### src/common/mem_map_pkg.sv
// Local memory map constants, control register numbers and the bus address union
package mem_map_pkg;

	// Byte address width of the memory bus
	localparam int addr_w = 24;

	// Upper address bits 23:15 of the local window
	// Graphics window f02000-f07fff, bits 14:13 must also be nonzero
	localparam logic [8:0] gfx_local_page = 9'b1111_0000_0;
	// Audio window f18000-f1ffff covers the whole page
	localparam logic [8:0] dsp_local_page = 9'b1111_0001_1;

	// Region codes in bits 14:12
	localparam logic [2:0] ram0_region = 3'd3;
	localparam logic [2:0] ram1_region = 3'd4;
	localparam logic [2:0] rom_region = 3'd5;

	// Control block in bits 14:9, blitter in bits 14:8
	localparam logic [5:0] ctrl_block = 6'b010000;
	localparam logic [6:0] blit_block = 7'h22;
	// Register group inside the control block, bits 8:7
	localparam logic [1:0] ctrl_group = 2'b10;

	// Register numbers in bits 6:2
	typedef enum logic [4:0] {
		reg_flags = 5'd0,
		reg_mtxc = 5'd1,
		reg_mtxa = 5'd2,
		reg_endian = 5'd3,
		reg_pc = 5'd4,
		reg_ctrl = 5'd5,
		// hidata on graphics, modulo on audio
		reg_hidata = 5'd6,
		// Divide on write, remainder on read
		reg_div = 5'd7,
		reg_accum = 5'd8,
		reg_dac0 = 5'd16,
		reg_dac1 = 5'd17,
		reg_i2s0 = 5'd18,
		reg_i2s1 = 5'd19,
		reg_i2s2 = 5'd20,
		reg_i2s3 = 5'd21
	} reg_idx_e;

	// Address seen as a RAM or ROM access
	typedef struct packed {
		logic [8:0] page;
		logic [2:0] region;
		logic [11:0] offset;
	} ram_view_t;

	// Address seen as a control register access, group[1] is the bit 8 select
	typedef struct packed {
		logic [8:0] page;
		logic [5:0] block;
		logic [1:0] group;
		reg_idx_e idx;
		logic [1:0] byte_sel;
	} reg_view_t;

	typedef union packed {
		ram_view_t ram;
		reg_view_t regs;
	} mem_addr_u;

endpackage

### src/common/bus_pkg.sv
// Requester numbering, data width and endian control bit positions
package bus_pkg;

	// Width of the memory data bus
	localparam int data_w = 32;

	// Bus requesters, listed in falling priority
	typedef enum logic [1:0] {
		// Host CPU
		req_io = 2'd0,
		// Gateway to external memory
		req_gate = 2'd1,
		// Load/store unit
		req_data = 2'd2,
		// Instruction prefetch
		req_prog = 2'd3
	} requester_e;

	// Bits of the endian control register
	// Big endian for host CPU accesses
	localparam int big_io_bit = 0;
	// Big endian pixel packing
	localparam int big_pix_bit = 1;
	// Big endian instruction fetch
	localparam int big_instr_bit = 2;

	// Reset values of the endian bits
	localparam logic big_io_init = 1'b1;
	localparam logic big_pix_init = 1'b1;
	localparam logic big_instr_init = 1'b0;

endpackage

### src/common/grant_if.sv
// Registered bus grants and the external cycle flag shared between the controller blocks
`timescale 1ns/1ps

interface grant_if;

	// One grant per requester, at most one high
	logic ioserv;
	logic gateserv;
	logic datserv;
	logic progserv;
	// Data or prog grant that leaves the local window
	logic external;

	modport arbiter (
		output ioserv, gateserv, datserv, progserv,
		input external
	);

	// Gateway cycles go to external memory and never decode locally
	modport decoder (
		input ioserv, datserv, progserv,
		output external
	);

	modport datapath (
		input ioserv, gateserv, datserv, progserv, external
	);

endinterface

### src/arbiter/mem_arbiter.sv
// Fixed priority bus arbiter with grant registers, external fetch tracking and acks
`timescale 1ns/1ps

module mem_arbiter (
	input logic sys_clk,
	input logic resetl,
	input logic ioreq,
	input logic gatereq,
	input logic datreq,
	input logic progreq,
	input logic pabort,
	input logic datwe,
	input logic iowr,
	grant_if.arbiter gnt,
	output logic gpu_memw,
	output logic progack,
	output logic datack,
	output logic gateack,
	output logic del_xld
);

	bus_pkg::requester_e winner;
	logic win_valid;
	logic memw_next;
	// Program fetch waiting for the gateway
	logic xprog;
	logic xprog_set;
	logic xprog_next;
	// Outstanding fetch was given up by the prefetcher
	logic xpabort;
	logic xpabort_next;
	// External fetch either pending or starting now
	logic xprt;

	// Start an external fetch when prog goes outside the window
	assign xprog_set = gnt.progserv & gnt.external & ~pabort;
	// Cleared when the gateway is served
	assign xprog_next = xprog_set | (xprog & ~gnt.gateserv);
	// Request dropped while the fetch is still out
	assign xpabort_next = (xprog & ~progreq & ~gnt.gateserv) | (xpabort & ~gnt.gateserv);

	// Priority io > gate > data > prog
	// Prog waits while a fetch is pending, including one that starts this cycle
	always_comb begin
		win_valid = 1'b1;
		winner = bus_pkg::req_io;
		if (ioreq)
			winner = bus_pkg::req_io;
		else if (gatereq)
			winner = bus_pkg::req_gate;
		else if (datreq)
			winner = bus_pkg::req_data;
		else if (progreq && !xprog_next)
			winner = bus_pkg::req_prog;
		else
			win_valid = 1'b0;
	end

	// Write cycle only for host writes and data stores
	assign memw_next = win_valid &
		(((winner == bus_pkg::req_io) & iowr) | ((winner == bus_pkg::req_data) & datwe));

	always_ff @(posedge sys_clk) begin
		if (!resetl) begin
			gnt.ioserv <= 1'b0;
			gnt.gateserv <= 1'b0;
			gnt.datserv <= 1'b0;
			gnt.progserv <= 1'b0;
			gpu_memw <= 1'b0;
			xprog <= 1'b0;
			xpabort <= 1'b0;
		end else begin
			gnt.ioserv <= win_valid && (winner == bus_pkg::req_io);
			gnt.gateserv <= win_valid && (winner == bus_pkg::req_gate);
			gnt.datserv <= win_valid && (winner == bus_pkg::req_data);
			gnt.progserv <= win_valid && (winner == bus_pkg::req_prog);
			gpu_memw <= memw_next;
			xprog <= xprog_next;
			xpabort <= xpabort_next;
		end
	end

	assign xprt = xprog | xprog_set;

	// Local fetch acks at once, external fetch acks when the gateway completes it
	assign progack = (~xprt & gnt.progserv & ~pabort) | (xprt & gnt.gateserv & ~xpabort);
	assign datack = gnt.datserv;
	assign gateack = gnt.gateserv;
	// External data read, the gateway returns the data later
	assign del_xld = gnt.datserv & gnt.external & ~datwe;

	// No two requesters own the bus together
	a_grant_onehot: assert property (@(posedge sys_clk) disable iff (!resetl)
		$onehot0({gnt.ioserv, gnt.gateserv, gnt.datserv, gnt.progserv}));

	// A pending fetch holds off the prefetcher until the gateway cycle
	a_no_prog_while_xprog: assert property (@(posedge sys_clk) disable iff (!resetl)
		(xprog && !gnt.gateserv) |=> !gnt.progserv);

endmodule

### src/decode/addr_decode.sv
// Bus address mux, local window test and RAM, ROM, blitter and register strobe decode
`timescale 1ns/1ps

module addr_decode #(
	parameter int DSP_VARIANT = 0
) (
	grant_if.decoder gnt,
	input logic [12:0] cpuaddr,
	input logic [mem_map_pkg::addr_w-1:0] dataddr,
	input logic [21:0] progaddr,
	input logic gpu_memw,
	input logic go,
	input logic lock,
	output logic [mem_map_pkg::addr_w-1:0] gpu_addr,
	output logic [11:2] ram_addr,
	output logic [1:0] ramen,
	output logic romen,
	output logic bliten,
	output logic flagwr,
	output logic mtxcwr,
	output logic mtxawr,
	output logic pcwr,
	output logic ctrlwr,
	output logic ctrlwrgo,
	output logic hidwr,
	output logic modulowr,
	output logic divwr,
	output logic [1:0] dacw,
	output logic [3:0] i2sw,
	output logic flagrd,
	output logic pcrd,
	output logic statrd,
	output logic hidrd,
	output logic remrd,
	output logic accumrd,
	output logic dbgrd,
	output logic [2:0] i2sr,
	output logic bigwr,
	output logic cpu_rd_ctrl
);

	localparam logic is_dsp = (DSP_VARIANT != 0);
	localparam logic [8:0] local_page = is_dsp ? mem_map_pkg::dsp_local_page
		: mem_map_pkg::gfx_local_page;

	mem_map_pkg::mem_addr_u addr_u;
	mem_map_pkg::reg_idx_e idx;
	// Address bits 14:2 from the granted source
	logic [12:0] src_mid;
	logic [8:0] src_page;
	logic [1:0] src_low;
	logic fetch_cyc;
	logic in_window;
	logic local_cyc;
	logic dis;
	logic ctrl_hit;
	logic gpuictrl;
	logic gpuireg;
	logic reg_wr;
	logic reg_rd;

	// Host address is a 13 bit word address, prog a 22 bit word address
	always_comb begin
		if (gnt.ioserv)
			src_mid = cpuaddr;
		else if (gnt.datserv)
			src_mid = dataddr[14:2];
		else
			src_mid = progaddr[12:0];
	end

	// Host cycles keep the prog page on the upper bits
	assign src_page = gnt.datserv ? dataddr[23:15] : progaddr[21:13];
	// Only byte accesses from the load/store unit
	assign src_low = gnt.datserv ? dataddr[1:0] : 2'b00;

	assign addr_u = {src_page, src_mid, src_low};
	assign gpu_addr = addr_u;
	assign ram_addr = addr_u.ram.offset[11:2];

	// Window test on data and prog cycles only
	assign fetch_cyc = gnt.datserv | gnt.progserv;
	assign in_window = (addr_u.ram.page == local_page) & (is_dsp | (|addr_u.ram.region[2:1]));
	assign gnt.external = fetch_cyc & ~in_window;
	// Host cycles always decode locally
	assign local_cyc = gnt.ioserv | (fetch_cyc & in_window);

	// Register lock shuts the host out, graphics only
	assign dis = ~is_dsp & gnt.ioserv & lock;

	// Region enables from the RAM view
	assign ramen[0] = local_cyc & (addr_u.ram.region == mem_map_pkg::ram0_region) & ~dis;
	assign ramen[1] = local_cyc & (addr_u.ram.region == mem_map_pkg::ram1_region);
	assign romen = local_cyc & (addr_u.ram.region == mem_map_pkg::rom_region);

	// Blitter and control block from the register view
	assign bliten = local_cyc & ({addr_u.regs.block, addr_u.regs.group[1]} == mem_map_pkg::blit_block)
		& ~dis;
	assign ctrl_hit = local_cyc & (addr_u.regs.block == mem_map_pkg::ctrl_block);

	// CPU reads out of the lower half of the control block
	assign cpu_rd_ctrl = ctrl_hit & ~addr_u.regs.group[1] & ~go & ~gpu_memw;

	assign gpuictrl = ctrl_hit & (addr_u.regs.group == mem_map_pkg::ctrl_group);
	assign gpuireg = gpuictrl & ~dis;
	assign reg_wr = gpuireg & gpu_memw;
	assign reg_rd = gpuireg & ~gpu_memw;
	assign idx = addr_u.regs.idx;

	// Write strobes
	assign flagwr = reg_wr & (idx == mem_map_pkg::reg_flags);
	assign mtxcwr = reg_wr & (idx == mem_map_pkg::reg_mtxc);
	assign mtxawr = reg_wr & (idx == mem_map_pkg::reg_mtxa);
	assign bigwr = reg_wr & (idx == mem_map_pkg::reg_endian);
	assign pcwr = reg_wr & (idx == mem_map_pkg::reg_pc);
	assign ctrlwr = reg_wr & (idx == mem_map_pkg::reg_ctrl);
	// Go bit write passes the lock so a locked part can still be started
	assign ctrlwrgo = ~is_dsp & gpuictrl & gpu_memw & (idx == mem_map_pkg::reg_ctrl);
	// Same index, hidata on graphics and modulo on audio
	assign hidwr = ~is_dsp & reg_wr & (idx == mem_map_pkg::reg_hidata);
	assign modulowr = is_dsp & reg_wr & (idx == mem_map_pkg::reg_hidata);
	assign divwr = reg_wr & (idx == mem_map_pkg::reg_div);
	assign dacw[0] = is_dsp & reg_wr & (idx == mem_map_pkg::reg_dac0);
	assign dacw[1] = is_dsp & reg_wr & (idx == mem_map_pkg::reg_dac1);
	// Left and right transmit data, serial clock, serial mode
	assign i2sw[0] = is_dsp & reg_wr & (idx == mem_map_pkg::reg_i2s0);
	assign i2sw[1] = is_dsp & reg_wr & (idx == mem_map_pkg::reg_i2s1);
	assign i2sw[2] = is_dsp & reg_wr & (idx == mem_map_pkg::reg_i2s2);
	assign i2sw[3] = is_dsp & reg_wr & (idx == mem_map_pkg::reg_i2s3);

	// Read strobes
	assign flagrd = reg_rd & (idx == mem_map_pkg::reg_flags);
	assign pcrd = reg_rd & (idx == mem_map_pkg::reg_pc);
	// Control index reads back status
	assign statrd = reg_rd & (idx == mem_map_pkg::reg_ctrl);
	assign hidrd = ~is_dsp & reg_rd & (idx == mem_map_pkg::reg_hidata);
	assign remrd = reg_rd & (idx == mem_map_pkg::reg_div);
	assign accumrd = is_dsp & reg_rd & (idx == mem_map_pkg::reg_accum);
	assign i2sr[0] = is_dsp & reg_rd & (idx == mem_map_pkg::reg_i2s0);
	assign i2sr[1] = is_dsp & reg_rd & (idx == mem_map_pkg::reg_i2s1);
	assign i2sr[2] = is_dsp & reg_rd & (idx == mem_map_pkg::reg_i2s2);
	// Debug port sees flag and status reads
	assign dbgrd = flagrd | statrd;

	// Each register access hits one register, go write aside
	always_comb begin
		assert ($onehot0({flagwr, mtxcwr, mtxawr, bigwr, pcwr, ctrlwr, hidwr, modulowr, divwr,
			dacw, i2sw, flagrd, pcrd, statrd, hidrd, remrd, accumrd, i2sr}))
			else $error("addr_decode: more than one register strobe");
	end

endmodule

### src/rtl/bus_datapath.sv
// Write data mux, store and read data registers, endian control register and register lock
`timescale 1ns/1ps

module bus_datapath (
	input logic sys_clk,
	input logic resetl,
	grant_if.datapath gnt,
	input logic [bus_pkg::data_w-1:0] cpudata,
	input logic [bus_pkg::data_w-1:0] dstd,
	input logic dstdgate,
	input logic go,
	input logic [bus_pkg::data_w-1:0] gpu_din,
	input logic bigwr,
	input logic cpu_rd_ctrl,
	input logic gpu_memw,
	input logic reset_lock,
	output logic [bus_pkg::data_w-1:0] gpu_data_out,
	output logic gpu_data_oe,
	output logic [bus_pkg::data_w-1:0] mem_data,
	output logic big_io,
	output logic big_pix,
	output logic big_instr,
	output logic lock
);

	// Store data from the load/store unit
	logic [bus_pkg::data_w-1:0] datdata;
	logic cpudsel;
	logic bus_idle;

	// Load while running unless the store data is held off
	always_ff @(posedge sys_clk) begin
		if (go && !dstdgate)
			datdata <= dstd;
	end

	// Host drives the bus on its own cycles except for control block reads
	assign cpudsel = gnt.ioserv & ~cpu_rd_ctrl;
	assign gpu_data_out = cpudsel ? cpudata : datdata;

	assign bus_idle = ~(gnt.ioserv | gnt.gateserv | gnt.datserv | gnt.progserv);
	// Drive on writes, local reads to the CPU, idle and external cycles
	assign gpu_data_oe = gpu_memw | cpu_rd_ctrl | bus_idle | gnt.external;

	// Read data one cycle after the bus
	always_ff @(posedge sys_clk) begin
		mem_data <= gpu_din;
	end

	// Endian control register
	always_ff @(posedge sys_clk) begin
		if (!resetl) begin
			big_io <= bus_pkg::big_io_init;
			big_pix <= bus_pkg::big_pix_init;
			big_instr <= bus_pkg::big_instr_init;
		end else if (bigwr) begin
			big_io <= gpu_din[bus_pkg::big_io_bit];
			big_pix <= gpu_din[bus_pkg::big_pix_bit];
			big_instr <= gpu_din[bus_pkg::big_instr_bit];
		end
	end

	// Lock follows the strap during reset, first endian write releases it
	always_ff @(posedge sys_clk) begin
		if (!resetl)
			lock <= reset_lock;
		else if (bigwr)
			lock <= 1'b0;
	end

endmodule

### src/rtl/gpu_mem_top.sv
// Local memory controller top level with plain ports, grant interface and the three blocks
`timescale 1ns/1ps

module gpu_mem_top #(
	parameter int DSP_VARIANT = 0
) (
	input logic sys_clk,
	input logic resetl,
	input logic reset_lock,
	input logic ioreq,
	input logic iowr,
	input logic gatereq,
	input logic datreq,
	input logic datwe,
	input logic progreq,
	input logic pabort,
	input logic go,
	input logic [12:0] cpuaddr,
	input logic [mem_map_pkg::addr_w-1:0] dataddr,
	input logic [21:0] progaddr,
	input logic [bus_pkg::data_w-1:0] cpudata,
	input logic [bus_pkg::data_w-1:0] dstd,
	input logic dstdgate,
	input logic [bus_pkg::data_w-1:0] gpu_din,
	output logic [bus_pkg::data_w-1:0] gpu_data_out,
	output logic gpu_data_oe,
	output logic [bus_pkg::data_w-1:0] mem_data,
	output logic [mem_map_pkg::addr_w-1:0] gpu_addr,
	output logic [11:2] ram_addr,
	output logic gpu_memw,
	output logic externalb,
	output logic progserv,
	output logic progack,
	output logic datack,
	output logic gateack,
	output logic del_xld,
	output logic [1:0] ramen,
	output logic romen,
	output logic bliten,
	output logic flagwr,
	output logic mtxcwr,
	output logic mtxawr,
	output logic pcwr,
	output logic ctrlwr,
	output logic ctrlwrgo,
	output logic hidwr,
	output logic modulowr,
	output logic divwr,
	output logic [1:0] dacw,
	output logic [3:0] i2sw,
	output logic flagrd,
	output logic pcrd,
	output logic statrd,
	output logic hidrd,
	output logic remrd,
	output logic accumrd,
	output logic dbgrd,
	output logic [2:0] i2sr,
	output logic big_io,
	output logic big_pix,
	output logic big_instr,
	output logic lock
);

	// Endian register write and CPU control read, decoder to datapath
	logic bigwr;
	logic cpu_rd_ctrl;

	grant_if gnt ();

	// Execute stage
	mem_arbiter u_arbiter (
		.gnt(gnt),
		.*
	);

	// Decode stage
	addr_decode #(
		.DSP_VARIANT(DSP_VARIANT)
	) u_decode (
		.gnt(gnt),
		.*
	);

	// Result stage
	bus_datapath u_datapath (
		.gnt(gnt),
		.*
	);

	assign externalb = gnt.external;
	assign progserv = gnt.progserv;

endmodule

### config.mk
export PLATFORM = sky130hd
export DESIGN_NAME = gpu_mem_top
export DESIGN_NICKNAME = d
export VERILOG_FILES = /design/src/common/mem_map_pkg.sv /design/src/common/bus_pkg.sv /design/src/common/grant_if.sv /design/src/arbiter/mem_arbiter.sv /design/src/decode/addr_decode.sv /design/src/rtl/bus_datapath.sv /design/src/rtl/gpu_mem_top.sv
export SDC_FILE = /design/constraint.sdc
export NUM_CORES = 1
export LEC_CHECK = 0
export ABC_AREA = 0
export BUFFER_PORTS_ARGS = -buffer_cell sky130_fd_sc_hd__clkbuf_2
export CELL_PAD_IN_SITES_DETAIL_PLACEMENT = 1
export CELL_PAD_IN_SITES_GLOBAL_PLACEMENT = 1
export CORE_AREA = 2 2 120 122
export CTS_BUF_LIST = sky130_fd_sc_hd__clkbuf_2
export DETAILED_ROUTE_END_ITERATION = 16
export DIE_AREA = 0 0 122 124
export MAX_ROUTING_LAYER = met4
export PLACE_DENSITY = 0.82
export SLEW_MARGIN = 0
export SYNTH_ARGS = -nofsm -noshare
export SYNTH_HDL_FRONTEND = slang
export SYNTH_SLANG_ARGS = --single-unit
### constraint.sdc
create_clock -name sys_clk -period 3.67 [get_ports sys_clk]
set_clock_uncertainty 0.1 [all_clocks]
set_input_delay 0.5505 -clock sys_clk [delete_from_list [all_inputs] [get_ports sys_clk]]
set_output_delay 0.5505 -clock sys_clk [all_outputs]
set_load 0.005 [all_outputs]
==> Yosys cells after proc, flatten, opt, wreduce, memory -nomap -nowiden <==
Index checks and enable logic that the tools add are counted.
{ "totals": {"memories": 0, "ff_bits": 75, "output_inout_bits": 139, "rom_bits": 0, "input_bits": 167, "word_cells": 133, "mem_bits_rw": 0, "latchBits": 0} }
{ "classes": {"order_cmp": 0, "add_sub_neg": 0, "reduce_logical": 11, "eq_ne": 18, "n_bitwise": 76, "div_mod_pow": 0, "shifts": 0, "mux": 15, "multipliers": 0} }
{ "op_table": {"columns": ["op", "count"], "rows": [
  ["$and A1 B1 Y1", 49],
  ["$mux W32", 1],
  ["$mux W13", 2],
  ["$eq A5 B3 Y1 const B", 4],
  ["$or A1 B1 Y1", 14],
  ["$not A1 Y1", 13],
  ["$eq A5 B2 Y1 const B", 2],
  ["$mux W2", 5],
  ["$eq A9 B9 Y1 const B", 1],
  ["$mux W9", 1],
  ["$eq A7 B6 Y1 const B", 1],
  ["$eq A2 B2 Y1 const B", 3],
  ["$eq A3 B3 Y1 const B", 2],
  ["$eq A6 B5 Y1 const B", 1],
  ["$logic_and A1 B1 Y1", 6],
  ["$mux W1", 6],
  ["$eq A5 B1 Y1 const B", 1],
  ["$logic_not A5 Y1", 1],
  ["$eq A3 B2 Y1 const B", 1],
  ["$eq A2 B1 Y1 const B", 1],
  ["$logic_not A1 Y1", 2],
  ["$logic_not A2 Y1", 1],
  ["$ne A2 B1 Y1 const B", 1],
  ["$reduce_or A2 Y1", 1]
]} }

==> Logic depth before layout (Yosys ltp) <==
{ "logic_depth": {"ltp_word": 19, "mapped_depth": 9, "depth_no_buf": 7} }

==> Cells and area by module <==
From an unflattened synthesis, not the netlist that was laid out.
{ "unflattened": {"cells_unflattened": 283, "area_unflattened_um2": 3712.3} }
{ "by_module_without_submodules": {"columns": ["module", "cells_each", "n_inst", "area_per_inst_um2", "seq_area_each_um2"], "rows": [
  ["bus_datapath", 116, 1, 2326.0, 1691.6],
  ["addr_decode", 139, 1, 1077.3, 0.0],
  ["mem_arbiter", 28, 1, 309.0, 140.1]
]} }

==> Worst setup path after synthesis <==
OpenSTA, ideal clock, no wires.
{ "synth_timing": {"path_type": "input-to-output", "start": "input dataddr[12] (netlist name)", "end": "output gpu_data_out[10] (netlist name)", "t_arrival_ps": 2197, "required_time_ps": 3019, "stages": 7, "slack_ps": 823, "n_path_buf": 1, "cell_sequence": "mux2_2 mux2i_1 and3_2 nand3_2 o41a_4 buf_6 mux2_4"} }
{ "synth_via": {"elab_chain_cells": 10} }
{ "synth_lines": {"columns": ["element", "line", "source"], "rows": [
  ["from (decl)", "gpu_mem_top.sv:19", "input logic [mem_map_pkg::addr_w-1:0] dataddr,"],
  ["$mux W13", "addr_decode.sv:66", "else if (gnt.datserv)"],
  ["$mux W13", "addr_decode.sv:64", "if (gnt.ioserv)"],
  ["$eq A6 B5 Y1", "addr_decode.sv:99", "assign ctrl_hit = local_cyc & (addr_u.regs.block == mem_map_pkg::ctrl_block);"],
  ["$and A1 B1 Y1", "addr_decode.sv:99", null],
  ["$and A1 B1 Y1 (3 in series)", "addr_decode.sv:102", "assign cpu_rd_ctrl = ctrl_hit & ~addr_u.regs.group[1] & ~go & ~gpu_memw;"],
  ["$not A1 Y1", "bus_datapath.sv:38", "assign cpudsel = gnt.ioserv & ~cpu_rd_ctrl;"],
  ["$and A1 B1 Y1", "bus_datapath.sv:38", null],
  ["$mux W32", "bus_datapath.sv:39", "assign gpu_data_out = cpudsel ? cpudata : datdata;"],
  ["to (decl)", "gpu_mem_top.sv:25", "output logic [bus_pkg::data_w-1:0] gpu_data_out,"]
]} }
Every way passes these cells.

==> Worst setup path in the final report <==
{ "layout_timing": {"start": "register u_arbiter.gnt.datserv (netlist: u_arbiter.datack)", "end": "output gpu_data_out[14] (netlist name)"} }
{ "layout_via": {"elab_chain_cells": 13, "elab_cells_between_ends": 18, "cone_classes": "2 x eq/ne; 4 x mux; 11 x bitwise; 1 x reduce/logical"} }
{ "layout_lines": {"columns": ["element", "line", "source"], "rows": [
  ["from (decl)", "grant_if.sv:15", "output ioserv, gateserv, datserv, progserv,"],
  ["from (signal assigned)", "mem_arbiter.sv:75", "gnt.datserv <= win_valid && (winner == bus_pkg::req_data);"],
  ["branches (longest 7 deep; another with $mux W9)", null, null],
  ["$and A1 B1 Y1 * (3 in series)", "addr_decode.sv:102", null],
  ["$not A1 Y1 *", "bus_datapath.sv:38", null],
  ["$and A1 B1 Y1 *", "bus_datapath.sv:38", null],
  ["$mux W32 *", "bus_datapath.sv:39", null]
]} }
Every way passes the cells marked *.

==> reports/results.ini <==
[logic_synthesis]
synth-seq-area-share = 0.514
synth.cell_area_um2 = 3560
synth_cell_types = 49
yosys.area.top_type_share = 0.278
postSynthAreaPerCell_um2 = 12.2
ys_async_sr_fraction = 0
yosysTopAreaCell = sky130_fd_sc_hd__edfxtp_1
flip_flop_cell_with_the_highest_count_after_synthesis = sky130_fd_sc_hd__dfxtp_1
syn_warnings = 0
number_of_instances_in_the_synthesized_netlist = 293
yosys_register_bits = 75
synth_area_leaders = sky130_fd_sc_hd__edfxtp_1, sky130_fd_sc_hd__dfxtp_1, sky130_fd_sc_hd__mux2_4
synth_edf_count = 33

[detailed_routing]
post-route-drc-count = 0
wire_per_inst_um = 18.9
drt.antenna.violating_nets = 0
routed-via-count = 3684
drt_wirelength_mm = 15.4
drt-pass1-iter-count = 4
drt_first_iter_violations = 111
avgViaCountPerCell = 4.53

[worst_setup_path]
standard_cell_with_the_maximum_stage_delay_on_the_critical_path = sky130_fd_sc_hd__o41a_4
reg2reg_depth = 7
rrSetupSlack_ps = 1220
worst_ep_arrival_time_ps = 2880
worstPathMaxFanout = 8
cp_slowest_stage_delay_ps = 500
critical_path.cell_chain = mux2_2 > mux2i_4 > and3_4 > nand3_4 > o41a_4 > mux2_4 > clkbuf_2
cp.required_ps = 3020
critical_path.startpoint_type = flop
r2r_end = u_datapath.big_instr$_SDFFE_PN0P_
criticalPathCategory = flop to output port
worst_setup_path_end_kind = output port
r2r_start = u_arbiter.datack$_SDFF_PN0_

[die]
placementRows = 43
top_level_ports = 306
fp.coreArea_um2 = 13700
start_util = 0.260
floorplan.die_area_um2 = 15100
die_y_um = 124
die_w_um = 122

[placement]
dpl_wire_length_mm = 11.2
dpl.cell_count = 753
finalWeightedCongestion = 0.809
portBuffers = 294

[clocking]
number_of_buffers_created_by_cts = 9
cts_root_cell = sky130_fd_sc_hd__clkbuf_2
clock_latency_ps = 510
clk_pin_slew_worst_paths_ps = 240
tritoncts = built
cts.htree.levels = 3
numClockSinks = 75
buffers_from_clock_root_to_sink_at_most = 2

[global_routing]
grt_max_degree = 33
grt_util_all_layers = 0.193
global_route_wire_length_before_repair_mm = 21.1
number_of_antenna_violations_at_the_first_check_in_global_routing = 1
globalRouteOverflowTotal = 0
grt_pass1_vias = 3913

[timing]
slew_headroom = 0.331
min_period_ps = 3530
final-max-slew-violation-count = 0
worst_pin_slew_ps = 1000
fmax_ghz = 0.283
layout_worst_path_cycle_share = 0.963
rsz0062_at_grt = yes
timing.final.hold_violations = 0
final_setup_vio_count = 0

[layout]
final_cell_count_no_fill = 813
synthToLayoutAreaGrowth_pct = 63.1
fin_nets = 794
post_route_cells_drive_above_1_share = 0.622
nFillCells = 1582
final_core_util = 0.423

[flow_run]
max_cap_violations = 0

[min_path]
holdCritPathClass = primary input to flop
hold_path.startpoint = dstd[29]
worstHoldEndpoint = u_datapath.datdata[29]$_DFFE_PP_
whs_path_depth = 1

[power_and_ir_drop]
vdd_ir_drop_max_v = 0.000227
cellPowerDensity_nw_per_um2 = 306
cellLeakagePower_nw = 2.82

[status]
status = completed

==> how the worst max path moves through the flow <==
stage | from | end | slack, ps | cells past startpoint
6_report | u_arbiter.datack$_SDFF_PN0_ | gpu_data_out[14] | 140 | 7
4_1_cts | u_arbiter.datack$_SDFF_PN0_ | gpu_data_out[14] | 1 | 8
3_3_place_gp | u_arbiter.datack$_SDFF_PN0_ | remrd | 350 | 10
2_1_floorplan | dataddr[12] | gpu_data_out[10] | 820 | 7
5_1_grt | u_arbiter.datack$_SDFF_PN0_ | gpu_data_out[11] | -20 | 8
3_5_place_dp | u_arbiter.datack$_SDFF_PN0_ | remrd | 240 | 10
==> cells by family after synthesis <==
kind of cell,share of synthesized area
AO/OA/AOI/OAI,0.0695
buffers and inverters,0.0801
flip-flops,0.514
multiplexers,0.207
other,0.00105
AND/OR/NAND/NOR,0.128
==> critical path, delay by kind of cell (launching register included) <==
family / cells / cell delay (ps)
compound gates: 1 / 500
buf+inv: 1 / 130
flops: 1 / 470
mux: 3 / 890
simple gates: 2 / 370
==> layout make-up <==
| cell class | instances | area [um2] | share of cell area |
|---|---|---|---|
| Sequential cell | 75 | 1840 | 0.317 |
| Timing Repair Buffer | 342 | 1950 | 0.335 |
| Multi-Input combinational cell | 187 | 1650 | 0.285 |
| Clock inverter | 7 | 51.3 | 0.00883 |
| Clock buffer | 9 | 45.0 | 0.00775 |
| Antenna cell | 1 | 2.50 | 0.000431 |
| Tap cell | 180 | 225 | 0.0388 |
| Inverter | 12 | 45.0 | 0.00775 |
==> state kept, by name, summed over array words and instances, names as in the netlist <==
register and count:
u_arbiter.gnt.ioserv 1, u_datapath.big_io 1, u_datapath.mem_data 32, u_arbiter.xpabort 1
u_datapath.datdata 32, u_arbiter.gnt.progserv 1, u_datapath.big_pix 1, u_arbiter.datack 1
u_datapath.lock 1, u_arbiter.xprog 1, u_datapath.big_instr 1, u_arbiter.gateack 1
u_arbiter.gpu_memw 1
==> Yosys cell counts, drive strengths merged, types with 2 or more instances <==
master	instances
inv	12
a21o	2
clkbuf	2
a21oi	5
nor3	6
nor4b	3
mux2	43
nand2	17
o22ai	2
nand3b	2
nand3	5
o211ai	3
dfxtp	42
nor4	4
and2	5
and3	2
o41ai	2
o21a	4
o21ai	10
nand4	5
nor2	16
nor4bb	3
mux2i	14
nor3b	3
edfxtp	33
buf	30
nor2b	5
==> per-layer routing <==
| metal | wire, um | global-route usage |
|---|---|---|
| met5 | 0 | - |
| met3 | 1280 | 0.0426 |
| met2 | 8290 | 0.368 |
| met1 | 5560 | 0.193 |
| met4 | 267 | 0.0682 |
==> what timing repair did <==
item,in CTS,in global routing
pin swaps,3,3
resized for setup,17,13
setup endpoints to repair,49,45
endpoints found under the hold margin,30,4
hold buffers,30,4
gates cloned,2,2
setup buffers,4,1
==> metrics by stage <==
stage	area, um2	setup TNS (ps)	setup slack, ps	power [W]	hold WS (ps)
global placement	5120	0	345	0.00131	360
CTS	5660	0	1.26	0.00178	15.9
finish	5810	0	135	0.00178	69.2
global route	5810	-86.5	-21.4	0.00187	4.10
detailed placement	5120	0	240	0.00133	362
floorplan	3600	0	823	0.00113	344
==> where the power goes <==
part           internal, W  leakage, nW  switching (W)
clock network    0.0000930       0.0603       0.000314
registers         0.000921        0.663      0.0000243
logic             0.000234         2.09       0.000190
total              0.00125         2.82       0.000529
==> layout by cell type (no fill, tap or decap), types with 3 or more instances in the layout <==
cell type	Yosys	final
sky130_fd_sc_hd__nor2_1	16	15
sky130_fd_sc_hd__buf_4	21	12
sky130_fd_sc_hd__o21a_1	4	3
sky130_fd_sc_hd__clkbuf_2	0	303
sky130_fd_sc_hd__nor3b_1	3	3
sky130_fd_sc_hd__inv_1	12	12
sky130_fd_sc_hd__edfxtp_1	33	33
sky130_fd_sc_hd__and2_1	5	4
sky130_fd_sc_hd__nor3_1	6	4
sky130_fd_sc_hd__nor2b_1	5	4
sky130_fd_sc_hd__mux2_2	11	11
sky130_fd_sc_hd__mux2i_1	14	13
sky130_fd_sc_hd__conb_1	1	11
sky130_fd_sc_hd__nand3_1	4	3
sky130_fd_sc_hd__o21ai_0	7	7
sky130_fd_sc_hd__nand4_1	5	5
sky130_fd_sc_hd__o41a_4	1	4
sky130_fd_sc_hd__a21oi_1	5	4
sky130_fd_sc_hd__mux2_4	30	30
sky130_fd_sc_hd__dfxtp_1	42	40
sky130_fd_sc_hd__nor4_2	0	4
sky130_fd_sc_hd__dlygate4sd3_1	0	34
sky130_fd_sc_hd__o211ai_1	3	3
sky130_fd_sc_hd__nand2_1	17	17
No activity file was read; power rests on OpenSTA's default activity.
